`src/eval_pkg.sv`:
```
// evaluation constants.
// score type, rook file bonuses, material values and pipeline depth.
package eval_pkg;

   localparam int eval_width   = 16;
   localparam int eval_latency = 5;   // cycles from board_valid to eval_valid.

   typedef logic signed [eval_width-1:0] score_t;

   // ##################################################
   // rook file bonuses
   // ##################################################

   localparam score_t open_file_mg = 16'sd35;
   localparam score_t open_file_eg = 16'sd20;
   localparam score_t half_open_mg = 16'sd10;
   localparam score_t half_open_eg = 16'sd10;

   // ##################################################
   // material values
   // ##################################################

   localparam score_t pawn_mg   = 16'sd82;
   localparam score_t pawn_eg   = 16'sd94;
   localparam score_t knight_mg = 16'sd337;
   localparam score_t knight_eg = 16'sd281;
   localparam score_t bishop_mg = 16'sd365;
   localparam score_t bishop_eg = 16'sd297;
   localparam score_t rook_mg   = 16'sd477;
   localparam score_t rook_eg   = 16'sd512;
   localparam score_t queen_mg  = 16'sd1025;
   localparam score_t queen_eg  = 16'sd936;
   localparam score_t king_mg   = 16'sd0;
   localparam score_t king_eg   = 16'sd0;

endpackage

```
`src/chess_pkg.sv`:
```
// chess board definitions.
// piece codes, board geometry and square decoding shared by the evaluators.
package chess_pkg;

   // square contents; bit 3 marks a black piece.
   typedef enum logic [3:0] {
      empty        = 4'd0,
      white_pawn   = 4'd1,
      white_knight = 4'd2,
      white_bishop = 4'd3,
      white_rook   = 4'd4,
      white_queen  = 4'd5,
      white_king   = 4'd6,
      black_pawn   = 4'd9,
      black_knight = 4'd10,
      black_bishop = 4'd11,
      black_rook   = 4'd12,
      black_queen  = 4'd13,
      black_king   = 4'd14
   } piece_t;

   // ##################################################
   // board geometry
   // ##################################################

   localparam int piece_width   = 4;
   localparam int board_files   = 8;
   localparam int board_ranks   = 8;
   localparam int board_squares = board_files * board_ranks;
   localparam int board_width   = board_squares * piece_width;   // 256 bits.

   // square index is row * 8 + column, row 0 being white's back rank.
   function automatic piece_t square_piece(input logic [board_width-1:0] board,
                                           input int unsigned sq);
      return piece_t'(board[sq*piece_width +: piece_width]);
   endfunction

endpackage
```
`src/eval_rook_files.sv`:
```
// rook open file evaluator.
// scores one colour's rooks on open and half-open files in a five-stage pipeline.
`timescale 1ns/1ns

module eval_rook_files #(
   parameter int EVAL_WIDTH  = eval_pkg::eval_width,
   parameter bit WHITE_ROOKS = 1'b1
) (
   input  logic                              clk,
   input  logic                              rst_n,
   input  logic                              board_valid,
   input  logic [chess_pkg::board_width-1:0] board,
   input  logic                              clear_eval,
   output eval_pkg::score_t                  eval_mg,
   output eval_pkg::score_t                  eval_eg,
   output logic                              eval_valid
);

   import chess_pkg::*;
   import eval_pkg::*;

   localparam piece_t my_rook       = WHITE_ROOKS ? white_rook : black_rook;
   localparam piece_t opponent_pawn = WHITE_ROOKS ? black_pawn : white_pawn;

   logic [board_width-1:0]       board_t1;
   logic [board_ranks-1:0]       open_mask_t1      [board_files];
   logic [board_ranks-1:0]       half_open_mask_t1 [board_files];
   logic [board_files-1:0]       file_open;
   logic [board_files-1:0]       file_half_open;
   logic signed [EVAL_WIDTH-1:0] bonus_mg_t2 [board_squares];
   logic signed [EVAL_WIDTH-1:0] bonus_eg_t2 [board_squares];
   logic signed [EVAL_WIDTH-1:0] row_sum_mg  [board_ranks];
   logic signed [EVAL_WIDTH-1:0] row_sum_eg  [board_ranks];
   logic signed [EVAL_WIDTH-1:0] row_mg_t3   [board_ranks];
   logic signed [EVAL_WIDTH-1:0] row_eg_t3   [board_ranks];
   logic signed [EVAL_WIDTH-1:0] total_sum_mg;
   logic signed [EVAL_WIDTH-1:0] total_sum_eg;
   logic signed [EVAL_WIDTH-1:0] total_mg_t4;
   logic signed [EVAL_WIDTH-1:0] total_eg_t4;

   // ##################################################
   // stage 1: per-file masks, one bit per row
   // ##################################################

   always_ff @(posedge clk)
   begin
      board_t1 <= board;   // the rook scan in stage 2 needs the same board.
      for (int col = 0; col < board_files; col++)
      begin
         for (int row = 0; row < board_ranks; row++)
         begin
            open_mask_t1[col][row] <=
               square_piece(board, row*board_files + col) inside {my_rook, empty};
            half_open_mask_t1[col][row] <=
               square_piece(board, row*board_files + col) inside {my_rook, empty, opponent_pawn};
         end
      end
   end

   always_comb
   begin
      for (int col = 0; col < board_files; col++)
      begin
         file_open[col]      = &open_mask_t1[col];
         file_half_open[col] = &half_open_mask_t1[col] & ~file_open[col];
      end
   end

   // ##################################################
   // stage 2: bonus for each own rook
   // ##################################################

   always_ff @(posedge clk)
   begin
      for (int sq = 0; sq < board_squares; sq++)
      begin
         if (square_piece(board_t1, sq) == my_rook && file_open[sq % board_files])
         begin
            bonus_mg_t2[sq] <= EVAL_WIDTH'(open_file_mg);
            bonus_eg_t2[sq] <= EVAL_WIDTH'(open_file_eg);
         end
         else if (square_piece(board_t1, sq) == my_rook && file_half_open[sq % board_files])
         begin
            bonus_mg_t2[sq] <= EVAL_WIDTH'(half_open_mg);
            bonus_eg_t2[sq] <= EVAL_WIDTH'(half_open_eg);
         end
         else
         begin
            bonus_mg_t2[sq] <= '0;
            bonus_eg_t2[sq] <= '0;
         end
      end
   end

   // ##################################################
   // stages 3 to 5: row sums, total, colour sign
   // ##################################################

   always_comb
   begin
      for (int row = 0; row < board_ranks; row++)
      begin
         row_sum_mg[row] = '0;
         row_sum_eg[row] = '0;
         for (int col = 0; col < board_files; col++)
         begin
            row_sum_mg[row] += bonus_mg_t2[row*board_files + col];
            row_sum_eg[row] += bonus_eg_t2[row*board_files + col];
         end
      end
   end

   always_comb
   begin
      total_sum_mg = '0;
      total_sum_eg = '0;
      for (int row = 0; row < board_ranks; row++)
      begin
         total_sum_mg += row_mg_t3[row];
         total_sum_eg += row_eg_t3[row];
      end
   end

   always_ff @(posedge clk)
   begin
      row_mg_t3   <= row_sum_mg;
      row_eg_t3   <= row_sum_eg;
      total_mg_t4 <= total_sum_mg;
      total_eg_t4 <= total_sum_eg;
      if (WHITE_ROOKS)
      begin
         eval_mg <= score_t'(total_mg_t4);
         eval_eg <= score_t'(total_eg_t4);
      end
      else
      begin
         eval_mg <= score_t'(-total_mg_t4);   // black scores count against white.
         eval_eg <= score_t'(-total_eg_t4);
      end
   end

   eval_latency_sm #(
      .LATENCY_COUNT (eval_latency)
   ) u_latency (
      .clk         (clk),
      .rst_n       (rst_n),
      .board_valid (board_valid),
      .clear_eval  (clear_eval),
      .eval_valid  (eval_valid)
   );

endmodule

```
`src/eval_latency_sm.sv`:
```
// evaluator result timing.
// counts the pipeline depth after board_valid and holds eval_valid until clear_eval.
`timescale 1ns/1ns

module eval_latency_sm #(
   parameter int LATENCY_COUNT = 5
) (
   input  logic clk,
   input  logic rst_n,
   input  logic board_valid,
   input  logic clear_eval,
   output logic eval_valid
);

   localparam int count_width = $clog2(LATENCY_COUNT);

   typedef enum logic [1:0] {
      st_idle,
      st_counting,
      st_done
   } state_t;

   state_t                 state;
   logic [count_width-1:0] count;

   // the load cycle and the final transition each take one edge of the count.
   always_ff @(posedge clk)
   begin
      if (!rst_n)
      begin
         state <= st_idle;
         count <= '0;
      end
      else if (board_valid)
      begin
         state <= st_counting;   // the newest strobe restarts the count.
         count <= count_width'(LATENCY_COUNT - 2);
      end
      else if (clear_eval)
         state <= st_idle;
      else
      begin
         case (state)
            st_counting:
            begin
               if (count == '0)
                  state <= st_done;
               else
                  count <= count - 1'b1;
            end
            default:
               state <= state;   // idle and done wait for a strobe or a clear.
         endcase
      end
   end

   assign eval_valid = (state == st_done);

endmodule

```
`config.mk`:
```
export PLATFORM = sky130hd
export DESIGN_NAME = eval_rook_files
export DESIGN_NICKNAME = d
export VERILOG_FILES = /design/src/eval_pkg.sv /design/src/chess_pkg.sv /design/src/eval_rook_files.sv /design/src/eval_latency_sm.sv
export SDC_FILE = /design/constraint.sdc
export NUM_CORES = 1
export LEC_CHECK = 0
export BUFFER_PORTS_ARGS = -buffer_cell sky130_fd_sc_hd__buf_2
export CAP_MARGIN = 10
export CORE_ASPECT_RATIO = 0.75
export CORE_MARGIN = 3
export CORE_UTILIZATION = 41
export DETAILED_ROUTE_END_ITERATION = 6
export PLACE_DENSITY = 0.6
export SETUP_SLACK_MARGIN = 0.2
export SLEW_MARGIN = 40
export SYNTH_ARGS = -nofsm -noshare
export SYNTH_HDL_FRONTEND = slang
export SYNTH_SLANG_ARGS = --single-unit
```
`constraint.sdc`:
```
create_clock -name clk -period 5.38 [get_ports clk]
set_input_delay 0.269 -clock clk [delete_from_list [all_inputs] [get_ports clk]]
set_output_delay 0.269 -clock clk [all_outputs]
set_load 0.01 [all_outputs]
```
# Word-level counts from Yosys, hierarchy flattened
# Memories as Yosys holds them, arrays and structs flattened.
# Index checks and enable logic that the tools add are counted.
# W data, S select, Z words.
[word_totals]
reg_bits = 581
ramBits = 640
in_bits = 260
out_inout_bits = 33
word_cells = 1749
memories = 4
[memory_table]
columns = ["name", "words", "word_bits", "read_ports", "rd_ports_with_merged_regs", "wr", "line", "rtl"]
rows = [
  ["bonus_eg_t2", 64, 4, 64, 0, 64, "eval_rook_files.sv:31", "logic signed [EVAL_WIDTH-1:0] bonus_eg_t2 [board_squares];"],
  ["bonus_mg_t2", 64, 4, 64, 0, 64, "eval_rook_files.sv:30", "logic signed [EVAL_WIDTH-1:0] bonus_mg_t2 [board_squares];"],
  ["half_open_mask_t1", 8, 8, 8, 0, 8, "eval_rook_files.sv:27", "logic [board_ranks-1:0] half_open_mask_t1 [board_files];"],
  ["open_mask_t1", 8, 8, 8, 0, 8, "eval_rook_files.sv:26", "logic [board_ranks-1:0] open_mask_t1 [board_files];"],
]
[classes]
n_addsub = 127
n_eq_ne = 196
mux = 776
bitwise = 275
reduce_logical = 346
[ops]
columns = ["op", "count"]
rows = [
  ["$add A16 B16 Y16", 126],
  ["$mux W4", 256],
  ["$mux W1", 516],
  ["$eq A4 B3 Y1 const B", 128],
  ["$eq A4 B4 Y1 const B", 64],
  ["$logic_not A4 Y1", 64],
  ["$or A1 B1 Y1", 256],
  ["$reduce_bool A3 Y1", 66],
  ["$reduce_bool A2 Y1", 65],
  ["$logic_and A1 B1 Y1", 128],
  ["$reduce_and A8 Y1", 16],
  ["$not A1 Y1", 11],
  ["$and A1 B1 Y1", 8],
  ["$mux W2", 4],
  ["$reduce_and A3 Y1", 2],
  ["$ne A2 B2 Y1 const B", 2],
  ["$reduce_and A2 Y1", 2],
  ["$logic_not A3 Y1", 1],
  ["$reduce_or A3 Y1", 1],
  ["$sub A3 B1 Y3 const B", 1],
  ["$eq A2 B1 Y1 const B", 1],
  ["$eq A2 B2 Y1 const B", 1],
  ["$reduce_or A2 Y1", 1],
]

# Logic depth before layout (Yosys ltp)
# An unclocked memory read counts as a cell.
[logic_depth]
word_depth = 10
depth_mapped = 15
depth_no_buf = 15

# Modules after synthesis
# Synthesis repeated with hierarchy kept, for this count alone.
[hier_totals]
hier_cells = 2793
area_unflattened_um2 = 33088.0
[modules_own_cells]
columns = ["mod", "n_inst", "cells_per_inst", "area_each_um2", "seq_area_each_um2"]
rows = [
  ["eval_rook_files", 1, 2762, 32814.0, 16886.2],
  ["eval_latency_sm", 1, 31, 274.0, 100.1],
]

# Worst setup path after synthesis
# Ideal clock, no wire load.
[synth_path]
path_kind = "flip-flop to flip-flop"
start = "reg row_mg_t3[2] (netlist bit)"
end = "reg total_mg_t4[8]"
setup_time_ns = 0.062
arrival_ns = 3.825
t_required_ns = 5.318
setup_slack_ns = 1.493
path_stages_with_launch = 16
path_buffers = 0
synth_period_minus_slack_ns = 3.887
cell_sequence = "dfxtp_1 > inv_1 > fa_1 > inv_1 > fa_1 > fa_1 > inv_1 > fa_1 > inv_1 > ha_1 > inv_1 > fa_1 > nor2b_4 > o31a_1 > or4_1 > nand3_1"
[synth_between]
elab_chain_len = 1
[synth_rtl]
columns = ["element", "line", "rtl"]
rows = [
  ["start: declaration", "eval_rook_files.sv:34", "logic signed [EVAL_WIDTH-1:0] row_mg_t3 [board_ranks];"],
  ["start signal: assignment", "eval_rook_files.sv:126", "row_mg_t3 <= row_sum_mg;"],
  ["$add A16 B16 Y16", "eval_rook_files.sv:119", "total_sum_mg += row_mg_t3[row];"],
  ["net total_sum_mg[8]", "eval_rook_files.sv:36", "logic signed [EVAL_WIDTH-1:0] total_sum_mg;"],
  ["end signal: assignment", "eval_rook_files.sv:128", "total_mg_t4 <= total_sum_mg;"],
  ["end: declaration", "eval_rook_files.sv:38", "logic signed [EVAL_WIDTH-1:0] total_mg_t4;"],
]
# The timed path passes the listed nets, and every way through them passes these cells.
# A chain may end at the register's enable or synchronous reset.

# Worst setup path in the final report
# Ends and elaborated chain as after synthesis.

==> impl_metrics.csv <==
group,metric,value,unit
sta,finalCritPeriodShare,75.3,%
sta,max_freq,247,MHz
clock_tree,clkTransAtPathRegs,0.06,ns
floorplanning,fp.dieW,334,µm
grt,grt_usage,18.9,%
route,drcViolationCount,0,
place,hpwl,60400,µm
synth,ys_types,37,
clock_tree,cts_tree,"yes",
synth,ys_top_cells_by_count,"587 x inv_1, 562 x dfxtp_1, 474 x nor2_1",
clock_tree,root_buffer,"clkbuf_16",
power,sw_frac_of_total,39.0,%
grt,grt-ovfl-total,0,
sta,skew,0.0314,ns
floorplanning,floorplan.core_area,79200,µm²
sta,drv_slew,0,
clock_tree,clock_path_buffers,3,
route,vias_per_cell,4.35,
synth,avgSynthCellArea,11.7,µm²
route,dr.pass1.iters,5,
floorplanning,start_util,41.7,%
run_status,status,"completed",
floorplanning,dieArea,83900,µm²
route,drt.antenna.violating_nets,0,
place,gp_congestion,0.868,
sta,slew_headroom,43.4,%
critical_path,crit_fanout,4,
final_layout,syn_to_final_growth,26.2,%
synth,synth_warnings,0,
power,p_switching,10.6,mW
clock_tree,worstSkewPairLatency,0.64,ns
route,route.detailed.wl_per_inst,16.4,µm
clock_tree,cts_buffers,78,
grt,antenna_found_initial,2,
sta,setup_tns,0,ns
job,cap_violations,0,
place,port_buffers,282,
synth,synth_edf_count,191,
critical_path,crit_type,"reg2reg",
floorplanning,rows,89,
sta,hold_viol_final,0,
clock_tree,cts_post_setup_buffers_inserted,0,
critical_path,end_kind,"register",
power,combPwrFrac,53.7,%
sta,finalWorstPathRequiredPeriod,4.05,ns
critical_path,required,5.95,ns
synth,ys_ff_latch,753,
route,drt-total-wl,77600,µm
final_layout,post-route-util,52.6,%
power,ir_worst_vdd,1390,µV
power,p_leak,19.3,nW
final_layout,final_nets,4391,
synth,synthTopCellsByArea,"dfxtp_1 34%, fa_1 20%, edfxtp_1 17%, inv_1 6.7%, ha_1 6.4%",
synth,synthesis.area,33000,µm²
critical_path,arrival,4.62,ns
final_layout,drive_above_1_share,13.3,%
synth,synth-async-reset-ratio,0,%
clock_tree,clock_sinks,753,
synth,syn_inst,2828,
min_path,hold_class,"in2reg",
critical_path,cp-start-kind,"register",
synth,synth_area_leader_cell,"dfxtp_1",
sta,finalSetupViolations,0,
synth,seq_area_frac_synth,51.5,%
final_layout,antenna_cells,0,
final_layout,fill_cells,6883,
grt,grt_max_degree,15,
power,p_int,16.5,mW
synth,synth_top_area_share,34.1,%
sta,worst_pin_slew,0.846,ns
route,drt-initial-drc-count,1253,
power,power.density,651,nW/µm²
synth,ys.flop_type,"dfxtp_1",
power,pwr-share-seq,26.0,%
synth,yosysMostFrequentCell,"inv_1",
floorplanning,io_pins,293,
grt,grt_pass1_vias,21524,
sta,rsz0062_at_grt,"no",
grt,grt_pass1_wl,119000,µm
floorplanning,die_h,252,µm
clock_tree,htree_levels,3,
power,p_clk_share,20.3,%
route,num_vias,20620,
-- sequential cells by signal, summed over array words and instances (netlist names) --
signal             flops
eval_eg               10
u_latency.count        3
bonus_eg_t2           96
u_latency.state        2
row_eg_t3             56
bonus_mg_t2           96
total_eg_t4           10
total_mg_t4           12
eval_mg               12
board_t1             256
open_mask_t1          64
half_open_mask_t1     64
row_mg_t3             72
-- critical path, cell delays in order, from the launching register on --
cell,delay (ns)
dfxtp_1,0.31
inv_1,0.06
fa_1,0.52
inv_1,0.05
fa_1,0.51
fa_1,0.54
inv_1,0.05
fa_1,0.53
inv_1,0.04
ha_1,0.21
inv_1,0.07
fa_1,0.24
nor2b_4,0.05
o31a_1,0.28
or4_1,0.41
nand3_1,0.10
-- logic make-up after synthesis --
family,count (synthesis),synth area share (%)
adders and majority gates,502,26.6
and+or+nand+nor,778,10.9
DFF,753,51.5
muxes,1,0.0303
xor gates and xnor gates,60,1.59
buffers and inverters,612,7.10
other,2,0.0228
AOI/OAI and AO/OA,120,2.20
-- final timing paths --
path | from | end | slack (ns) | cells past startpoint
min | board[246] | board_t1[246] | 0.29 | 2
max reg2reg | row_mg_t3[2] | total_mg_t4[8] | 1.33 | 15
min reg2reg | total_eg_t4[1] | eval_eg[1] | 0.33 | 0
max | row_mg_t3[2] | total_mg_t4[8] | 1.33 | 15
-- metrics by stage --
step                power [mW]  instance area, µm²  cells  hold WS [ns]  worst slack [ns]
global placement          21.4               36300   4334         0.313              1.37
global route              29.7               41600   4739         0.253              1.15
finish                    27.1               41600   4739         0.285              1.33
CTS                       27.4               41600   4739         0.222              1.32
detailed placement        21.5               36300   4334         0.312              1.33
floorplan                 18.1               33700   3027         0.297              1.49
-- metal layers --
layer	share of wire (%)	GRT usage (%)
met2	45	29.5
met3	6.5	4.35
met4	2.5	5.14
met5	0	0
met1	46	26.5
-- cell usage in the layout, fill, tap and decap left out, types with 6 or more instances in the layout --
master           n
dlygate4sd3_1  261
xor2_1          11
nand2_1        101
nor2_1         474
buf_2          282
clkbuf_8        13
conb_1         201
clkbuf_16       84
a21o_1          26
nor3_1          66
nand2b_1         6
or4b_2          64
clkinv_2        15
edfxtp_1       191
o21ai_0         19
clkbuf_1         8
inv_4            8
xnor2_1         49
dfxtp_1        562
nor2b_1         18
ha_1           168
nand4_1         32
inv_1          587
o211ai_1        10
fa_1           334
a21oi_1         53
or2_1            7
-- repair_timing --
action / CTS / global route
resized for setup: 0 / 0
hold endpoints to repair: 389 / 0
hold buffers: 261 / 0
-- final cells by class --
cell class                 instances  area, µm²  area share, %
clock buffer                     106       2320           5.57
clock inverter                    38        347          0.833
inverter                         587       2200           5.29
multi-input combinational       1662      14400           34.6
sequential                       753      17000           40.8
tap                             1046       1310           3.14
timing repair buffer             547       4050           9.74
-- power groups by stage --
stage          Clock [mW]  Combinational [mW]  Sequential, mW
2_1_floorplan           0                11.0            7.12
3_3_place_gp            0                14.2            7.16
3_5_place_dp            0                14.4            7.16
4_1_cts              5.65                14.7            7.05
5_1_grt              5.87                16.8            7.11
6_report             5.51                14.6            7.04
Power figures use the tool's default switching activity.
