$ cat src/eval_pkg.sv
// evaluation constants.
// score type, rook file bonuses, material values and pipeline depth.
package eval_pkg;

   localparam int eval_width   = 16;
   localparam int eval_latency = 5;   // cycles from board_valid to eval_valid.

   typedef logic signed [eval_width-1:0] score_t;

   // ##################################################
   // rook file bonuses
   // ##################################################

   localparam score_t open_file_mg = 16'sd35;
   localparam score_t open_file_eg = 16'sd20;
   localparam score_t half_open_mg = 16'sd10;
   localparam score_t half_open_eg = 16'sd10;

   // ##################################################
   // material values
   // ##################################################

   localparam score_t pawn_mg   = 16'sd82;
   localparam score_t pawn_eg   = 16'sd94;
   localparam score_t knight_mg = 16'sd337;
   localparam score_t knight_eg = 16'sd281;
   localparam score_t bishop_mg = 16'sd365;
   localparam score_t bishop_eg = 16'sd297;
   localparam score_t rook_mg   = 16'sd477;
   localparam score_t rook_eg   = 16'sd512;
   localparam score_t queen_mg  = 16'sd1025;
   localparam score_t queen_eg  = 16'sd936;
   localparam score_t king_mg   = 16'sd0;
   localparam score_t king_eg   = 16'sd0;

endpackage

$ cat src/eval_combine.sv
// score combiner.
// adds the three evaluator results into registered totals with a valid level.
`timescale 1ns/1ns

module eval_combine #(
   parameter int EVAL_WIDTH = eval_pkg::eval_width
) (
   input  logic             clk,
   input  logic             rst_n,
   input  logic             clear_eval,
   input  eval_pkg::score_t white_mg,
   input  eval_pkg::score_t white_eg,
   input  logic             white_valid,
   input  eval_pkg::score_t black_mg,
   input  eval_pkg::score_t black_eg,
   input  logic             black_valid,
   input  eval_pkg::score_t material_mg,
   input  eval_pkg::score_t material_eg,
   input  logic             material_valid,
   output eval_pkg::score_t eval_mg,
   output eval_pkg::score_t eval_eg,
   output logic             eval_valid
);

   import eval_pkg::*;

   logic signed [EVAL_WIDTH-1:0] sum_mg;
   logic signed [EVAL_WIDTH-1:0] sum_eg;

   assign sum_mg = EVAL_WIDTH'(white_mg) + EVAL_WIDTH'(black_mg) + EVAL_WIDTH'(material_mg);
   assign sum_eg = EVAL_WIDTH'(white_eg) + EVAL_WIDTH'(black_eg) + EVAL_WIDTH'(material_eg);

   // totals follow the evaluators every cycle. Only the valid level is qualified.
   always_ff @(posedge clk)
   begin
      eval_mg <= score_t'(sum_mg);
      eval_eg <= score_t'(sum_eg);
   end

   always_ff @(posedge clk)
   begin
      if (!rst_n)
         eval_valid <= 1'b0;
      else if (clear_eval)
         eval_valid <= 1'b0;
      else
         eval_valid <= white_valid & black_valid & material_valid;
   end

endmodule

$ cat config.mk
export PLATFORM = sky130hd
export DESIGN_NAME = eval_combine
export DESIGN_NICKNAME = d
export VERILOG_FILES = /design/src/eval_pkg.sv /design/src/eval_combine.sv
export SDC_FILE = /design/constraint.sdc
export NUM_CORES = 1
export LEC_CHECK = 0
export BUFFER_PORTS_ARGS = -buffer_cell sky130_fd_sc_hd__clkbuf_2
export CAP_MARGIN = 25
export CELL_PAD_IN_SITES_DETAIL_PLACEMENT = 1
export CELL_PAD_IN_SITES_GLOBAL_PLACEMENT = 1
export CORE_MARGIN = 3
export CORE_UTILIZATION = 31
export CTS_CLUSTER_DIAMETER = 50
export DETAILED_ROUTE_END_ITERATION = 8
export PLACE_DENSITY = 0.79
export RECOVER_POWER = 50
export SKIP_CTS_REPAIR_TIMING = 1
export SYNTH_ARGS = -nofsm -noshare
export SYNTH_HDL_FRONTEND = slang
export SYNTH_SLANG_ARGS = --single-unit
$ cat constraint.sdc
create_clock -name clk -period 2.1 [get_ports clk]
set_input_delay 0.105 -clock clk [delete_from_list [all_inputs] [get_ports clk]]
set_output_delay 0.105 -clock clk [all_outputs]
set_load 0.02 [all_outputs]
# ---- Word-level counts from Yosys, hierarchy flattened
# Index checks and enable logic that the tools add are counted.
dict set report op_classes {
  n_addsub 4
  mul 0
  div 0
  order_cmp 0
  n_eq_ne 0
  shifts 0
  mux 0
  bitwise 3
  n_reduce_logical 1
}
# cell n
set ops {}
lappend ops {{16-bit adder} 4}
lappend ops {{1-bit AND} 2}
lappend ops {{2-bit OR reduction} 1}
lappend ops {{1-bit inverter} 1}
dict set report totals {
  register_bits 33
  latchBits 0
  ramBits 0
  mem_bits_ro 0
  input_bits 102
  output_inout_bits 33
  elab_cells 11
  mem_count 0
}

# ---- Longest topological paths before layout
# Gate-level depths: netlist (run 1).
dict set report logic_depth {
  ltp_word 2
  mapped_depth 11
  mapped_depth_nobuf 11
}

# ---- Least setup slack after synthesis (run 1)
# Ideal clock, no wire load.
dict set report synth_path {
  path_type {in2reg}
  from {in white_mg[1]}
  to {reg eval_mg[15]}
  setup_time_ns 0.123
  t_arrival_ns 2.041
  t_required_ns 1.977
  slack_ns -0.064
  stages 9
  path_buffers 0
  path_cell_list {fa_1 > ha_1 > inv_1 > fa_1 > nand2b_1 > a21oi_1 > o2111ai_1 > a41oi_1 > xnor2_1}
}
dict set report synth_between {
  elab_chain_cells 2
}
# item line_no
set synth_rtl {}
lappend synth_rtl {{start: declaration} eval_combine.sv:11} ;# input eval_pkg::score_t white_mg,
lappend synth_rtl {{16-bit adder (2 in series)} eval_combine.sv:30} ;# assign sum_mg = EVAL_WIDTH'(white_mg) + EVAL_WIDTH'(black_mg) + EVAL_WIDTH'(material_mg);
lappend synth_rtl {{via sum_mg[15]} eval_combine.sv:27} ;# logic signed [EVAL_WIDTH-1:0] sum_mg;
lappend synth_rtl {{end signal: assignment} eval_combine.sv:36} ;# eval_mg <= score_t'(sum_mg);
lappend synth_rtl {{end: declaration} eval_combine.sv:20} ;# output eval_pkg::score_t eval_mg,
# The timed path passes the listed nets, and every way through them passes these cells.
# A chain may end at the register's enable or synchronous reset.

# ---- Worst setup path in the final report (run 1)
dict set report layout_path {
  from {in material_eg[1]}
  to {reg eval_eg[13]}
}
dict set report layout_between {
  elab_chain_cells 1
}
# item line_no
set layout_rtl {}
lappend layout_rtl {{start: declaration} eval_combine.sv:18} ;# input eval_pkg::score_t material_eg,
lappend layout_rtl {{16-bit adder} eval_combine.sv:31} ;# assign sum_eg = EVAL_WIDTH'(white_eg) + EVAL_WIDTH'(black_eg) + EVAL_WIDTH'(material_eg);
lappend layout_rtl {{via sum_eg[13]} eval_combine.sv:28} ;# logic signed [EVAL_WIDTH-1:0] sum_eg;
lappend layout_rtl {{end signal: assignment} eval_combine.sv:37} ;# eval_eg <= score_t'(sum_eg);
lappend layout_rtl {{end: declaration} eval_combine.sv:21} ;# output eval_pkg::score_t eval_eg,
# The timed path passes the listed nets, and every way through them passes these cells.

==> impl_metrics.json, run 1 <==
{
  "status": "complete, no violations",
  "grt_use_met2_pct": 29.06,
  "fillers": 1012,
  "yosysWarningCount": 0,
  "die-area_sq_um": 10140,
  "finalWeightedCongestion": 0.7642,
  "wire_per_inst_um": 14.21,
  "ant_nets": 0,
  "whs_ps": 46.79,
  "cp.required_ps": 2320,
  "synthArstFlopShare_pct": 0,
  "pwr-share-clk_pct": 13.4,
  "p_sw_mw": 1.550,
  "rsz0062_at_grt": "yes",
  "vias": 2661,
  "finalCriticalPeriod_ps": 2028,
  "syn_nets": 435,
  "grt_max_degree": 11,
  "p_int_mw": 1.985,
  "hold_viol": 0,
  "grt_pass1_vias": 2933,
  "start_kind": "primary input",
  "io_buffers": 134,
  "path_class": "primary input to register",
  "endpoint_kind": "register",
  "use_met3_pct": 2.768,
  "synth_top_area_share_pct": 23.75,
  "drt_iter0_markers": 31,
  "pin_count": 135,
  "slew_headroom_pct": 74.60,
  "cts.path.max_buffers": 2,
  "p_total_mw": 3.535,
  "busiest_layer": "met2",
  "antenna_found_initial": 0,
  "yosys_register_bits": 33,
  "die_height_um": 100.7,
  "clkTransAtPathRegs_ps": 70,
  "rows": 33,
  "ctsRootBufferMaster": "clkbuf_8",
  "h-tree-depth": 2,
  "area_delta_synth_final_pct": 42.91,
  "drt_pass1_iterations": 4,
  "cts_sinks": 33,
  "grt_util_all_layers_pct": 14.78,
  "synth_area_sq_um": 2781,
  "synth-main-ff-cell": "dfxtp_1",
  "antenna_cells": 0,
  "ys_seq_area_share_pct": 23.75,
  "finish.utilization_pct": 46.96,
  "synthCells": 273,
  "grt-ovfl-total": 0,
  "setup_viol": 0,
  "tritoncts": "built",
  "drt-total-wl_um": 7846,
  "synth_edf_count": 0,
  "synth_commonest_cells": "33 x dfxtp_1, 32 x fa_1, 28 x ha_1, 26 x inv_1, 23 x a21oi_1",
  "powerDensity_nw_per_um2": 889.4,
  "tightest_slew_ps": 381.0,
  "yosysMostFrequentCell": "dfxtp_1",
  "drc": 0,
  "nNetsFinal": 608,
  "peakVddDrop_uv": 300.5,
  "p_seq_share_pct": 27.6,
  "die_w_um": 100.7,
  "cp.arrival_ps": 2250,
  "synth_cell_types": 37,
  "numCtsBuffers": 5,
  "fmax_mhz": 493.0,
  "grt_pass1_wl_um": 12430,
  "avgSynthCellArea_sq_um": 10.19,
  "max-cap-violations": 0,
  "vias_per_cell": 4.821,
  "met1_usage_pct": 16.05,
  "drv_slew": 0,
  "layout-drive-gt1-share_pct": 36.69,
  "start_util_pct": 32.86,
  "switching_share_pct": 43.84,
  "dp_hpwl_um": 6879,
  "holdCritPathClass": "primary input to register",
  "cp_max_fo": 3,
  "synth_top_area_cell": "dfxtp_1",
  "yosys-top-cells-area": "dfxtp_1 24%, fa_1 23%, ha_1 13%",
  "power.leakage_nw": 1.926,
  "fin_crit_sh_pct": 96.58,
  "core_area_sq_um": 8464,
  "power_frac_comb_pct": 59.0
}
registers in the layout (all words and copies together), names as in the netlist:
register,flops
eval_mg,16
eval_valid,1
eval_eg,16
per-layer routing:
layer | vias to the layer above | part of all wire (%) | routed length [um]
met1 | 1271 | 38 | 2969
met3 | 6 | 6.5 | 511
li1 | 1296 | - | -
met2 | 88 | 55 | 4306
met4 | 0 | 0.74 | 58
met5 | - | 0 | 0
worst max-delay path: stages:
cell	delay (ps)
buf_6	90
fa_1	540
ha_2	190
inv_2	40
fa_2	350
nand2b_4	160
a21oi_4	180
o2111ai_4	180
a31oi_1	240
xor2_1	150
cell usage in the layout, fill, tap and decap left out, drive strengths merged, types with 5 or more instances in the layout:
| master | count |
|---|---|
| a21o | 8 |
| a21oi | 25 |
| buf | 32 |
| clkbuf | 139 |
| dfxtp | 33 |
| fa | 32 |
| ha | 28 |
| inv | 26 |
| nand2 | 20 |
| nand2b | 7 |
| nand3 | 5 |
| nor2 | 10 |
| o211ai | 5 |
| o21ai | 9 |
| xnor2 | 18 |
| xor2 | 8 |
per-stage QoR:
stage          TNS, ps  setup WS (ps)  instances  instance area [sq um]
2_1_floorplan        0          6.393        273                   2781
3_3_place_gp     -2287         -294.9        541                   3801
3_5_place_dp     -3543         -456.8        541                   3801
4_1_cts         -431.2         -156.0        549                   3884
5_1_grt         -39.28         -29.05        552                   3975
6_report             0          71.75        552                   3975
cell type report:
cell class	instances	area, sq um	area share (%)
multi-input combinational	214	2118	53.29
timing repair buffer	166	884.6	22.25
sequential	33	660.6	16.62
tap	105	131.4	3.305
inverter	26	97.59	2.455
clock buffer	6	72.57	1.826
clock inverter	2	10.01	0.2518
final timing paths:
path,end,slack [ps],depth (start not counted),start
worst min-delay path,eval_valid$_SDFF_PP0_,50,3,black_valid
worst max-delay path,eval_eg[13]$_DFF_P_,70,10,material_eg[1]
power groups by stage:
stage / registers [mW] / clock network [mW] / logic, mW
floorplan: 1.34 / 0 / 0.906
global placement: 0.991 / 0 / 1.98
detailed placement: 0.996 / 0 / 2.07
CTS: 0.987 / 0.493 / 2.08
global route: 1.01 / 0.517 / 2.30
finish: 0.977 / 0.473 / 2.09
cells by family after synthesis:
| logic type | share of synthesized area, % |
|---|---|
| AOI/OAI and AO/OA | 16.87 |
| xor gates and xnor gates | 8.187 |
| adders and majority gates | 35.63 |
| buffers and inverters | 3.509 |
| DFF | 23.75 |
| muxes | 0.7198 |
| and+or+nand+nor | 11.34 |
Power figures use the tool's default switching activity.
==> run 2, diff against run 1 <==
--- a/config.mk
+++ b/config.mk
@@ -9,7 +9,6 @@
 export CAP_MARGIN = 25
 export CELL_PAD_IN_SITES_DETAIL_PLACEMENT = 1
 export CELL_PAD_IN_SITES_GLOBAL_PLACEMENT = 1
-export CORE_MARGIN = 3
 export CORE_UTILIZATION = 31
 export CTS_CLUSTER_DIAMETER = 50
 export DETAILED_ROUTE_END_ITERATION = 8
==> constraint.sdc (replaced) <==
create_clock -name clk -period 2.1 [get_ports clk]
set_input_delay 0.105 -clock clk [delete_from_list [all_inputs] [get_ports clk]]
set_output_delay 0.105 -clock clk [all_outputs]
set_load 0.01 [all_outputs]
==> run 2 against run 1 <==
Wire length fell by 0.40%. Largest power group unchanged. Critical path type unchanged. Total power fell by 4.6%. Critical endpoint is now eval_mg[13]$_DFF_P_. Global-route usage rose by 1.5 points. Die area fell by 7.8%.
==> impl_metrics.json, run 2 (synthesized netlist as in run 1, its figures left out) <==
{
  "setup_viol": 0,
  "cp.required_ps": 2320,
  "vias_per_cell": 4.797,
  "fin_crit_sh_pct": 99.62,
  "hold_viol": 0,
  "drv_slew": 0,
  "h-tree-depth": 2,
  "whs_ps": 63.33,
  "wire_per_inst_um": 14.01,
  "slew_headroom_pct": 71.33,
  "grt_use_met2_pct": 32.39,
  "drt_iter0_markers": 55,
  "startpoint": "material_mg[1]",
  "antenna_cells": 0,
  "tritoncts": "built",
  "drt_pass1_iterations": 4,
  "pin_count": 135,
  "peakVddDrop_uv": 300.9,
  "busiest_layer": "met2",
  "vias": 2677,
  "dp_hpwl_um": 6588,
  "nNetsFinal": 611,
  "cts.path.max_buffers": 2,
  "layout_setup_ws_ps": 7.966,
  "dp_slack_ps": -416.6,
  "rows": 34,
  "finalWeightedCongestion": 0.7601,
  "cp.arrival_ps": 2310,
  "area_delta_synth_final_pct": 43.86,
  "grt_max_degree": 12,
  "status": "complete, no violations",
  "top_regs": "eval_eg x16, eval_mg x16, eval_valid x1",
  "finalCriticalPeriod_ps": 2092,
  "rsz0062_at_grt": "yes",
  "met1_usage_pct": 17.08,
  "die_height_um": 96.72,
  "layout_common_cells": "107 x clkbuf_2, 34 x buf_4, 33 x dfxtp_1",
  "die-area_sq_um": 9355,
  "die_w_um": 96.72,
  "use_met3_pct": 3.829,
  "cp_max_fo": 3,
  "start_util_pct": 31.89,
  "ant_nets": 0,
  "drt-total-wl_um": 7815,
  "grt-ovfl-total": 0,
  "cts_sinks": 33,
  "final_common_cell": "clkbuf_2",
  "layout-drive-gt1-share_pct": 37.78,
  "io_buffers": 134,
  "powerDensity_nw_per_um2": 842.6,
  "start_kind": "primary input",
  "ctsRootBufferMaster": "clkbuf_8",
  "max-cap-violations": 0,
  "endpoint_kind": "register",
  "clkTransAtPathRegs_ps": 80,
  "tightest_slew_ps": 430.1,
  "grt_pass1_vias": 2882,
  "hp-start": "black_valid",
  "grt_util_all_layers_pct": 16.26,
  "core_area_sq_um": 8721,
  "numCtsBuffers": 5,
  "antenna_found_initial": 0,
  "drc": 0,
  "grt_pass1_wl_um": 12610,
  "fmax_mhz": 478.0,
  "path_class": "primary input to register",
  "holdCritPathClass": "primary input to register",
  "power.leakage_nw": 1.936
}
## run 2: final timing paths
path | to | depth (start not counted) | slack [ps]
max | eval_mg[13]$_DFF_P_ | 10 | 8
min | eval_valid$_SDFF_PP0_ | 3 | 60
## run 2: area by class of cell
type	count	area, sq um
tap	108	135.1
fill	1053	4720
clock inverter	3	17.52
inverter	26	97.59
timing repair buffer	169	902.1
sequential	33	660.6
clock buffer	5	68.82
multi-input combinational	214	2120
## run 2: report_power, final
part / switching, mW / total, mW / internal, mW / leakage (nW)
sequential: 0.0824 / 0.986 / 0.904 / 0.278
combinational: 1.03 / 1.89 / 0.866 / 1.61
clock: 0.265 / 0.494 / 0.229 / 0.0439
total: 1.37 / 3.37 / 2.00 / 1.94
## run 2: layer usage
metal	vias to the layer above	part of all wire, %
li1	1304	-
met1	1286	37
met2	83	57
met3	4	5.1
met4	0	0.47
met5	-	0
## run 2: per-stage QoR
step | cell area [sq um] | util [%] | total power [mW] | instances | setup TNS [ps]
global placement | 3835 | 43.97 | 2.779 | 548 | -2021
global route | 4001 | 45.88 | 3.655 | 558 | -190.6
CTS | 3921 | 44.96 | 3.375 | 556 | -399.8
detailed placement | 3835 | 43.97 | 2.860 | 548 | -3658
finish | 4001 | 45.88 | 3.371 | 558 | 0
floorplan | 2781 | - | 2.038 | 273 | 0
## run 2: worst max-delay path, stage by stage
cell and delay [ps]:
clkbuf_1 90, fa_1 570, ha_2 200, inv_2 40, fa_2 340, nand2b_4 160
a21oi_4 200, o2111ai_4 170, a31oi_1 260, xor2_1 170
==> run 3, diff against run 2 <==
--- a/config.mk
+++ b/config.mk
@@ -13,7 +13,6 @@
 export CTS_CLUSTER_DIAMETER = 50
 export DETAILED_ROUTE_END_ITERATION = 8
 export PLACE_DENSITY = 0.79
-export RECOVER_POWER = 50
 export SKIP_CTS_REPAIR_TIMING = 1
 export SYNTH_ARGS = -nofsm -noshare
 export SYNTH_HDL_FRONTEND = slang
==> run 3 against run 2 <==
Die area did not move. First-iteration DRC count fell by 3.6%. Total power up 1.5%. Critical path type unchanged. Critical endpoint unchanged.
==> impl_metrics.json, run 3 (synthesized netlist as in run 1, its figures left out) <==
{
  "tritoncts": "built",
  "holdCritPathClass": "primary input to register",
  "hold_depth": 3,
  "wire_per_inst_um": 13.95,
  "setup_viol": 0,
  "grt-ovfl-total": 0,
  "core_area_sq_um": 8721,
  "layout_setup_ws_ps": 20.49,
  "antenna_found_initial": 0,
  "drt_pass1_iterations": 4,
  "grt_pass1_wl_um": 12610,
  "grt_util_all_layers_pct": 16.26,
  "ctsRootBufferMaster": "clkbuf_8",
  "rows": 34,
  "stdcell_count": 558,
  "top_regs": "eval_eg x16, eval_mg x16, eval_valid x1",
  "cts.path.max_buffers": 2,
  "slew_headroom_pct": 70.81,
  "whs_ps": 63.96,
  "fin_crit_sh_pct": 99.02,
  "endpoint_kind": "register",
  "power.leakage_nw": 2.019,
  "pin_count": 135,
  "layout-drive-gt1-share_pct": 43.78,
  "grt_pass1_vias": 2882,
  "vias_per_cell": 4.799,
  "fillers": 1040,
  "drt_iter0_markers": 53,
  "max-cap-violations": 0,
  "dp_slack_ps": -416.6,
  "drc": 0,
  "tns_ps": 0,
  "p_total_mw": 3.421,
  "worstHoldEndpoint": "eval_valid$_SDFF_PP0_",
  "io_buffers": 134,
  "placed_cell_area_sq_um": 3835,
  "die-area_sq_um": 9355,
  "cp_max_fo": 3,
  "cts_sinks": 33,
  "placedCellCount": 548,
  "clkTransAtPathRegs_ps": 80,
  "die_w_um": 96.72,
  "grt_max_degree": 12,
  "vias": 2678,
  "peakVddDrop_uv": 304.0,
  "fmax_mhz": 480.9,
  "dp_hpwl_um": 6588,
  "powerDensity_nw_per_um2": 846.4,
  "cp.required_ps": 2320,
  "start_kind": "primary input",
  "drv_slew": 0,
  "die_height_um": 96.72,
  "finalWeightedCongestion": 0.7601,
  "hp-start": "black_valid",
  "rsz0062_at_grt": "yes",
  "area_delta_synth_final_pct": 45.30,
  "ant_nets": 0,
  "cp.arrival_ps": 2300,
  "drt-total-wl_um": 7782,
  "h-tree-depth": 2,
  "start_util_pct": 31.89,
  "hold_viol": 0,
  "final_common_cell": "clkbuf_2",
  "status": "complete, no violations",
  "path_class": "primary input to register",
  "finalCriticalPeriod_ps": 2080,
  "fin_area_sq_um": 4041,
  "nNetsFinal": 611,
  "tightest_slew_ps": 437.9,
  "antenna_cells": 0,
  "numCtsBuffers": 5,
  "finish.utilization_pct": 46.34,
  "layout_common_cells": "133 x clkbuf_2, 34 x buf_4, 33 x dfxtp_1"
}
## run 3: cell types whose count changed in the layout (fill, tap and decap cells not counted)
cell      change
clkbuf_1     -27
clkbuf_2     +26
buf_6         +1
## run 3: how the worst max path moves through the flow
stage | startpoint | end | slack (ps) | cells after the start
global placement | white_mg[1] | eval_mg[15]$_DFF_P_ | -280 | 10
global route | white_eg[1] | eval_eg[13]$_DFF_P_ | -80 | 10
finish | material_mg[1] | eval_mg[13]$_DFF_P_ | 20 | 10
CTS | white_eg[1] | eval_eg[15]$_DFF_P_ | -110 | 10
detailed placement | white_eg[1] | eval_eg[15]$_DFF_P_ | -420 | 10
floorplan | white_mg[1] | eval_mg[15]$_DFF_P_ | 6 | 9
## run 3: metal layers
| layer | GRT usage [%] | up-vias | wire length, um |
|---|---|---|---|
| met5 | 0 | - | 0 |
| met4 | 3.100 | 0 | 37 |
| met3 | 3.829 | 4 | 382 |
| met2 | 32.39 | 81 | 4457 |
| met1 | 17.08 | 1289 | 2906 |
| li1 | - | 1304 | - |
## run 3: cell type report
| cell class | count | area [sq um] | share of cell area (%) |
|---|---|---|---|
| multi-input cells | 214 | 2120 | 52.45 |
| clock inverters | 3 | 17.52 | 0.4334 |
| inverters | 26 | 97.59 | 2.415 |
| well taps | 108 | 135.1 | 3.344 |
| flip-flops and latches | 33 | 660.6 | 16.35 |
| clock buffers | 5 | 68.82 | 1.703 |
| repair buffers | 169 | 942.2 | 23.31 |
## run 3: report_power, final
part	switching, mW	internal, mW
clock	0.263	0.229
combinational	1.02	0.920
sequential	0.0838	0.904
## run 3: worst max-delay path, cell delays in order
cell,delay (ps)
buf_6,90
fa_1,560
ha_2,200
inv_2,40
fa_2,340
nand2b_4,160
a21oi_4,200
o2111ai_4,170
a31oi_1,260
xor2_1,170
